### config.mk
export PLATFORM = sky130hd
export DESIGN_NAME = audio_dac_board
export DESIGN_NICKNAME = d
export VERILOG_FILES = /design/src/audio_pkg.sv /design/src/uart_receiver.sv /design/src/sample_fifo.sv /design/src/playback_control.sv /design/src/sigma_delta_dac.sv /design/src/audio_dac_board.sv
export VERILOG_INCLUDE_DIRS = /design/src /design/src/src
export SDC_FILE = /design/constraint.sdc
export NUM_CORES = 1
export LEC_CHECK = 0
export ABC_AREA = 1
export BUFFER_PORTS_ARGS = -buffer_cell sky130_fd_sc_hd__buf_2
export CAP_MARGIN = 20
export CORE_ASPECT_RATIO = 1.4
export CORE_MARGIN = 5
export CORE_UTILIZATION = 57
export CTS_CLUSTER_SIZE = 40
export DETAILED_ROUTE_END_ITERATION = 10
export GPL_TIMING_DRIVEN = 1
export PLACE_DENSITY = 0.8
export SYNTH_ARGS = -nofsm -noshare
export SYNTH_HDL_FRONTEND = slang
export SYNTH_SLANG_ARGS = --single-unit
export TNS_END_PERCENT = 5
### constraint.sdc
create_clock -name CLK_IN -period 3.6 [get_ports CLK_IN]
set_clock_uncertainty 0.15 [all_clocks]
set_input_delay 0.72 -clock CLK_IN [delete_from_list [all_inputs] [get_ports CLK_IN]]
set_output_delay 0.72 -clock CLK_IN [all_outputs]
set_load 0.02 [all_outputs]
### src/audio_defines.svh
`ifndef AUDIO_DEFINES_SVH
`define AUDIO_DEFINES_SVH

// system clock and serial link
`define AUDIO_CLK_FREQ 12_000_000
`define AUDIO_BAUD 750_000
`define AUDIO_BIT_CYCLES (`AUDIO_CLK_FREQ / `AUDIO_BAUD)

// playback rate, one tick per sample
`define AUDIO_SAMPLE_RATE 11_025
`define AUDIO_SAMPLE_CYCLES (`AUDIO_CLK_FREQ / `AUDIO_SAMPLE_RATE)

// sample buffer size and level marks
`define AUDIO_FIFO_DEPTH 64
`define AUDIO_FILL_BITS ($clog2(`AUDIO_FIFO_DEPTH) + 1)
`define AUDIO_LOW_MARK (`AUDIO_FIFO_DEPTH / 10)
`define AUDIO_HIGH_MARK (`AUDIO_FIFO_DEPTH - 2 * (`AUDIO_FIFO_DEPTH / 10))

`endif

### src/audio_pkg.sv
package audio_pkg;

	// one unsigned audio sample
	typedef logic [7:0] sample_t;

	// serial receiver states
	typedef enum logic [1:0] {
		RX_IDLE,
		RX_START,
		RX_DATA,
		RX_STOP
	} rx_state_t;

endpackage

### src/uart_receiver.sv
`include "audio_defines.svh"

module uart_receiver (
	input  logic               CLK_IN,
	input  logic               reset_i,
	input  logic               rx_i,
	output audio_pkg::sample_t byte_o,
	output logic               byte_valid_o
);

	localparam int BIT_CYCLES = `AUDIO_BIT_CYCLES;
	localparam int HALF_CYCLES = BIT_CYCLES / 2;
	localparam int CNT_W = $clog2(BIT_CYCLES);

	audio_pkg::rx_state_t state;
	logic [CNT_W-1:0] cnt;
	logic [2:0] bit_idx;
	logic rx_meta;
	logic rx_sync;
	audio_pkg::sample_t shift_q;

	// two-flop synchronizer, line idles high
	always_ff @(posedge CLK_IN) begin
		if (reset_i) begin
			rx_meta <= 1'b1;
			rx_sync <= 1'b1;
		end else begin
			rx_meta <= rx_i;
			rx_sync <= rx_meta;
		end
	end

	always_ff @(posedge CLK_IN) begin
		if (reset_i) begin
			state <= audio_pkg::RX_IDLE;
			cnt <= '0;
			bit_idx <= '0;
			byte_valid_o <= 1'b0;
		end else begin
			byte_valid_o <= 1'b0;
			case (state)
				audio_pkg::RX_IDLE: begin
					if (!rx_sync) begin
						state <= audio_pkg::RX_START;
						cnt <= CNT_W'(HALF_CYCLES - 1);
					end
				end
				audio_pkg::RX_START: begin
					if (cnt != 0) begin
						cnt <= cnt - 1'b1;
					end else if (!rx_sync) begin
						// start bit still low at its centre
						state <= audio_pkg::RX_DATA;
						cnt <= CNT_W'(BIT_CYCLES - 1);
						bit_idx <= '0;
					end else begin
						// glitch, not a start bit
						state <= audio_pkg::RX_IDLE;
					end
				end
				audio_pkg::RX_DATA: begin
					if (cnt != 0) begin
						cnt <= cnt - 1'b1;
					end else begin
						cnt <= CNT_W'(BIT_CYCLES - 1);
						bit_idx <= bit_idx + 1'b1;
						if (bit_idx == 3'd7)
							state <= audio_pkg::RX_STOP;
					end
				end
				audio_pkg::RX_STOP: begin
					if (cnt != 0) begin
						cnt <= cnt - 1'b1;
					end else begin
						// framing error drops the byte
						byte_valid_o <= rx_sync;
						state <= audio_pkg::RX_IDLE;
					end
				end
				default: state <= audio_pkg::RX_IDLE;
			endcase
		end
	end

	// data bits arrive lsb first
	always_ff @(posedge CLK_IN) begin
		if (state == audio_pkg::RX_DATA && cnt == 0)
			shift_q <= {rx_sync, shift_q[7:1]};
	end

	assign byte_o = shift_q;

	a_single_strobe: assert property (@(posedge CLK_IN) disable iff (reset_i)
		byte_valid_o |=> !byte_valid_o);

endmodule

### src/sample_fifo.sv
`include "audio_defines.svh"

module sample_fifo #(
	parameter int DEPTH = `AUDIO_FIFO_DEPTH
) (
	input  logic                        CLK_IN,
	input  logic                        reset_i,
	input  logic                        wr_en_i,
	input  audio_pkg::sample_t          wr_data_i,
	input  logic                        rd_en_i,
	output audio_pkg::sample_t          rd_data_o,
	output logic [`AUDIO_FILL_BITS-1:0] fill_o,
	output logic                        empty_o,
	output logic                        full_o
);

	localparam int AW = $clog2(DEPTH);
	localparam int FW = `AUDIO_FILL_BITS;

	audio_pkg::sample_t mem [DEPTH];
	logic [AW-1:0] wr_ptr;
	logic [AW-1:0] rd_ptr;
	logic [FW-1:0] fill_next;
	logic do_wr;
	logic do_rd;

	// full drops writes, empty drops reads
	assign do_wr = wr_en_i && !full_o;
	assign do_rd = rd_en_i && !empty_o;

	always_comb begin
		fill_next = fill_o;
		if (do_wr && !do_rd)
			fill_next = fill_o + 1'b1;
		else if (do_rd && !do_wr)
			fill_next = fill_o - 1'b1;
	end

	always_ff @(posedge CLK_IN) begin
		if (reset_i) begin
			wr_ptr <= '0;
			rd_ptr <= '0;
			fill_o <= '0;
			empty_o <= 1'b1;
			full_o <= 1'b0;
		end else begin
			// pointers wrap on their own, depth is a power of two
			if (do_wr)
				wr_ptr <= wr_ptr + 1'b1;
			if (do_rd)
				rd_ptr <= rd_ptr + 1'b1;
			fill_o <= fill_next;
			empty_o <= (fill_next == '0);
			full_o <= (fill_next == FW'(DEPTH));
		end
	end

	always_ff @(posedge CLK_IN) begin
		if (do_wr)
			mem[wr_ptr] <= wr_data_i;
	end

	// head entry, seen before the read
	assign rd_data_o = mem[rd_ptr];

	a_fill_bound: assert property (@(posedge CLK_IN) disable iff (reset_i)
		fill_o <= FW'(DEPTH));

	a_flags_exclusive: assert property (@(posedge CLK_IN) disable iff (reset_i)
		!(empty_o && full_o));

endmodule

### src/playback_control.sv
`include "audio_defines.svh"

module playback_control (
	input  logic                        CLK_IN,
	input  logic                        reset_i,
	input  audio_pkg::sample_t          byte_i,
	input  logic                        byte_valid_i,
	input  logic [`AUDIO_FILL_BITS-1:0] fill_i,
	output logic                        wr_en_o,
	output audio_pkg::sample_t          wr_data_o,
	output logic                        rd_en_o,
	output logic                        almost_empty_o,
	output logic                        almost_full_o,
	output logic                        cts_o,
	output logic                        dsr_o
);

	localparam int SAMPLE_CYCLES = `AUDIO_SAMPLE_CYCLES;
	localparam int TW = $clog2(SAMPLE_CYCLES);
	localparam int FW = `AUDIO_FILL_BITS;

	logic [TW-1:0] tick_cnt;

	// sample-rate divider, one tick per period
	always_ff @(posedge CLK_IN) begin
		if (reset_i) begin
			tick_cnt <= TW'(SAMPLE_CYCLES - 1);
			rd_en_o <= 1'b0;
		end else if (tick_cnt == '0) begin
			tick_cnt <= TW'(SAMPLE_CYCLES - 1);
			rd_en_o <= 1'b1;
		end else begin
			tick_cnt <= tick_cnt - 1'b1;
			rd_en_o <= 1'b0;
		end
	end

	// received byte becomes a fifo write one cycle later
	always_ff @(posedge CLK_IN) begin
		if (reset_i)
			wr_en_o <= 1'b0;
		else
			wr_en_o <= byte_valid_i;
	end

	always_ff @(posedge CLK_IN) begin
		if (byte_valid_i)
			wr_data_o <= byte_i;
	end

	// level marks and flow control to the sender
	assign almost_empty_o = (fill_i <= FW'(`AUDIO_LOW_MARK));
	assign almost_full_o = (fill_i >= FW'(`AUDIO_HIGH_MARK));
	assign cts_o = ~almost_empty_o;
	assign dsr_o = ~almost_full_o;

	a_tick_single: assert property (@(posedge CLK_IN) disable iff (reset_i)
		rd_en_o |=> !rd_en_o);

endmodule

### src/sigma_delta_dac.sv
module sigma_delta_dac (
	input  logic               CLK_IN,
	input  logic               reset_i,
	input  logic               tick_i,
	input  logic               empty_i,
	input  audio_pkg::sample_t sample_i,
	output logic               audio_o
);

	audio_pkg::sample_t sample_q;
	logic [7:0] acc;
	logic [8:0] sum;

	// carry out of the accumulator is the pulse density
	assign sum = {1'b0, acc} + {1'b0, sample_q};

	// held sample, taken from the fifo head on a tick
	always_ff @(posedge CLK_IN) begin
		if (empty_i)
			sample_q <= '0;
		else if (tick_i)
			sample_q <= sample_i;
	end

	always_ff @(posedge CLK_IN) begin
		if (reset_i) begin
			acc <= '0;
			audio_o <= 1'b0;
		end else if (empty_i) begin
			// silence while nothing is buffered
			acc <= '0;
			audio_o <= 1'b0;
		end else begin
			acc <= sum[7:0];
			audio_o <= sum[8];
		end
	end

endmodule

### src/audio_dac_board.sv
`include "audio_defines.svh"

module audio_dac_board (
	input  logic                        CLK_IN,
	input  logic                        reset_i,
	input  logic                        uart_rx_i,
	output logic                        audio_o,
	output logic                        cts_o,
	output logic                        dsr_o,
	output logic                        empty_o,
	output logic                        full_o,
	output logic                        almost_empty_o,
	output logic                        almost_full_o,
	output logic [`AUDIO_FILL_BITS-1:0] fill_o
);

	audio_pkg::sample_t rx_byte;
	logic rx_valid;
	audio_pkg::sample_t wr_data;
	logic wr_en;
	logic rd_en;
	audio_pkg::sample_t rd_data;

	uart_receiver u_uart_receiver (
		.CLK_IN       (CLK_IN),
		.reset_i      (reset_i),
		.rx_i         (uart_rx_i),
		.byte_o       (rx_byte),
		.byte_valid_o (rx_valid)
	);

	playback_control u_playback_control (
		.CLK_IN         (CLK_IN),
		.reset_i        (reset_i),
		.byte_i         (rx_byte),
		.byte_valid_i   (rx_valid),
		.fill_i         (fill_o),
		.wr_en_o        (wr_en),
		.wr_data_o      (wr_data),
		.rd_en_o        (rd_en),
		.almost_empty_o (almost_empty_o),
		.almost_full_o  (almost_full_o),
		.cts_o          (cts_o),
		.dsr_o          (dsr_o)
	);

	sample_fifo #(.DEPTH(`AUDIO_FIFO_DEPTH)) u_sample_fifo (
		.CLK_IN    (CLK_IN),
		.reset_i   (reset_i),
		.wr_en_i   (wr_en),
		.wr_data_i (wr_data),
		.rd_en_i   (rd_en),
		.rd_data_o (rd_data),
		.fill_o    (fill_o),
		.empty_o   (empty_o),
		.full_o    (full_o)
	);

	// tick doubles as the fifo read strobe
	sigma_delta_dac u_sigma_delta_dac (
		.CLK_IN   (CLK_IN),
		.reset_i  (reset_i),
		.tick_i   (rd_en),
		.empty_i  (empty_o),
		.sample_i (rd_data),
		.audio_o  (audio_o)
	);

endmodule

==> flow_summary.toml <==
[status]
status = "finished clean"

[clock_network]
post_cts_resized = 0
postCtsSetupBuffers = 0
ctsHtreeMaxLevel = 2
cts_sinks = 591
cts_hold_buf = 0
clock_latency_ps = 590
clk_pin_slew_worst_paths_ps = 60
clock_path_buffers = 3
cts-root-buf = "clkbuf_16"
numCtsBuffers = 51
cts_tree = "built"

[timing]
worst_slew_pin_slew_ps = 1160
fin_setup_tns_ps = 0
slew_headroom_pct = 22.4
layout_min_cycle_time_ps = 2730
hold_viol = 0
setup_violations = 0
fin_worst_hold_slack_ps = 158
rsz0062_at_grt = "false"
fmax_mhz = 366
slew_viol_final = 0
period_share_pct = 75.9

[synthesis]
synth_edf_count = 528
syn_area_sq_um = 25100
async_flop_share_pct = 0
synth.distinct_cells = 38
syn_area_per_cell_sq_um = 10.3
ys_ff_latch = 591
synth_cells = 2448
synth-main-ff-cell = "edfxtp_1"
seq_area_frac_synth_pct = 68.1
yosysWarnings = 0
synth_nets = 2476

[pwr]
p_leak_nw = 10.7
max-vdd-ir-drop_v = 0.000734
power_density_nw_per_um2 = 479

[critical_path]
arrival_ps = 2790
crit_required_ps = 3660
rr_worst_depth = 4
crit_type = "reg -> reg"
crit_path_end_kind = "flip-flop"
cp_max_fo = 8
cp-start-kind = "flip-flop"

[floorplan]
die_h_um = 259
ios = 17
start_util_pct = 57.4
coreArea_sq_um = 43800
die_w_um = 188
die_area_sq_um = 48500
num_rows = 91

[grt]
grt_max_degree = 275
overflow = 0
grt_pass1_vias = 16800
track_usage_pct = 23.9
grt_pass1_wl_um = 91200
antenna_found_initial = 0

[routing]
wl_um = 59100
drtPass1Iterations = 6
first_iter_violations = 2122
routedWlPerCell_um = 19.4
wl_met3_um = 4370
routedLengthMet1_um = 21600
viasPerCell = 5.70
top_layer = "met4"
vias = 17300
route.met2.wl_um = 29900
drc = 0
postRouteAntennaNets = 0

[cells_and_area]
drive_gt1_share_pct = 6.23
most-common-layout-cells = "nand2_1, edfxtp_1, nand3_1"
multi_input_area_sq_um = 6640
fin_nets = 2471
fill_cells = 3194
stdcell_count = 3044
diodes = 0
area_growth_pct = 9.52
final_common_cell = "nand2_1"
seq_area_sq_um = 17100

[hold_path]
holdPathStages = 2
hold_class = "in -> reg"

[placed_design]
place_hpwl_um = 34600
dp_cells = 2947
gp_congestion = 0.883
port-buffer-count = 16

[job]
cap_violations = 0
-- per-stage QoR --
| step | cell area, sq um | util (%) | total power [mW] | worst slack, ps |
|---|---|---|---|---|
| floorplan | 25100 | - | 7.66 | 1270 |
| finish | 27500 | 62.8 | 13.2 | 869 |
| detailed placement | 25800 | 58.8 | 7.70 | 974 |
| global route | 27500 | 62.8 | 13.6 | 783 |
| CTS | 27500 | 62.8 | 13.2 | 913 |
| global placement | 25800 | 58.8 | 7.69 | 1030 |
-- registers in the layout, summed over array words and instances (netlist names), 3 cells and up, named ones only --
signal / cells
u_sample_fifo.rd_ptr: 6
u_sigma_delta_dac.acc: 8
u_sample_fifo.wr_ptr: 6
u_playback_control.wr_data_o: 8
u_sigma_delta_dac.sample_q: 8
u_uart_receiver.byte_o: 8
u_playback_control.tick_cnt: 11
u_sample_fifo.mem: 512
u_uart_receiver.cnt: 4
u_uart_receiver.bit_idx: 3
u_sample_fifo.fill_o: 7
-- cell usage after synthesis, types with 3 or more instances --
master | n | area (sq um)
a21oi_1 | 57 | 285
a31oi_1 | 3 | 18.8
and3_1 | 8 | 50.1
buf_1 | 6 | 22.5
buf_2 | 66 | 330
clkbuf_1 | 37 | 139
clkinv_1 | 3 | 11.3
dfxtp_1 | 63 | 1260
edfxtp_1 | 528 | 15900
ha_1 | 24 | 300
inv_1 | 227 | 852
inv_2 | 5 | 18.8
nand2_1 | 727 | 2730
nand3_1 | 310 | 1550
nand4_1 | 3 | 18.8
nor2_1 | 264 | 991
nor3_1 | 10 | 50.1
o211ai_1 | 4 | 30.0
o21ai_0 | 66 | 330
or2_2 | 3 | 18.8
xnor2_1 | 3 | 26.3
xor2_1 | 10 | 87.6
-- cell type report --
| type | instances | area share [%] |
|---|---|---|
| repair buffers | 53 | 1.60 |
| inverters | 235 | 3.23 |
| clock inverters | 30 | 1.14 |
| multi-input cells | 1511 | 24.1 |
| flip-flops and latches | 591 | 62.2 |
| clock buffers | 66 | 5.22 |
| well taps | 558 | 2.54 |
-- layer usage --
| metal | vias to the layer above | GRT usage, % |
|---|---|---|
| li1 | 8117 | - |
| met1 | 8169 | 29.6 |
| met2 | 878 | 41.6 |
| met3 | 173 | 2.79 |
| met4 | 0 | 12.8 |
| met5 | - | 0 |
-- worst max-delay path, cell delays in order (launching register included) --
cell and delay (ps):
dfxtp_1 330, inv_1 50, nor2_2 220, nand3_1 740, nor2_1 860
-- worst paths after layout --
kind | start | slack, ps | end
hold reg to reg | u_playback_control.tick_cnt[0] | 240 | u_playback_control.tick_cnt[0]
setup / recovery | u_playback_control.wr_en_o | 870 | u_sample_fifo.mem[61][2]
hold / removal | uart_rx_i | 160 | u_uart_receiver.rx_meta
setup reg to reg | u_playback_control.wr_en_o | 870 | u_sample_fifo.mem[61][2]
-- cells by family after synthesis --
| logic type | Yosys count | synth area share [%] |
|---|---|---|
| AND/OR/NAND/NOR | 1334 | 21.7 |
| flip-flops | 591 | 68.1 |
| buffers and inverters | 346 | 5.52 |
| AO/OA/AOI/OAI | 139 | 2.93 |
| adder cells (fa/ha/maj) | 25 | 1.27 |
| XOR/XNOR | 13 | 0.453 |
-- report_power, final --
group	total, mW	internal [mW]	switching, mW
logic	0.168	0.0548	0.113
registers	7.39	7.37	0.0184
clock network	5.64	3.20	2.44
(Power assumes the default switching activity.)
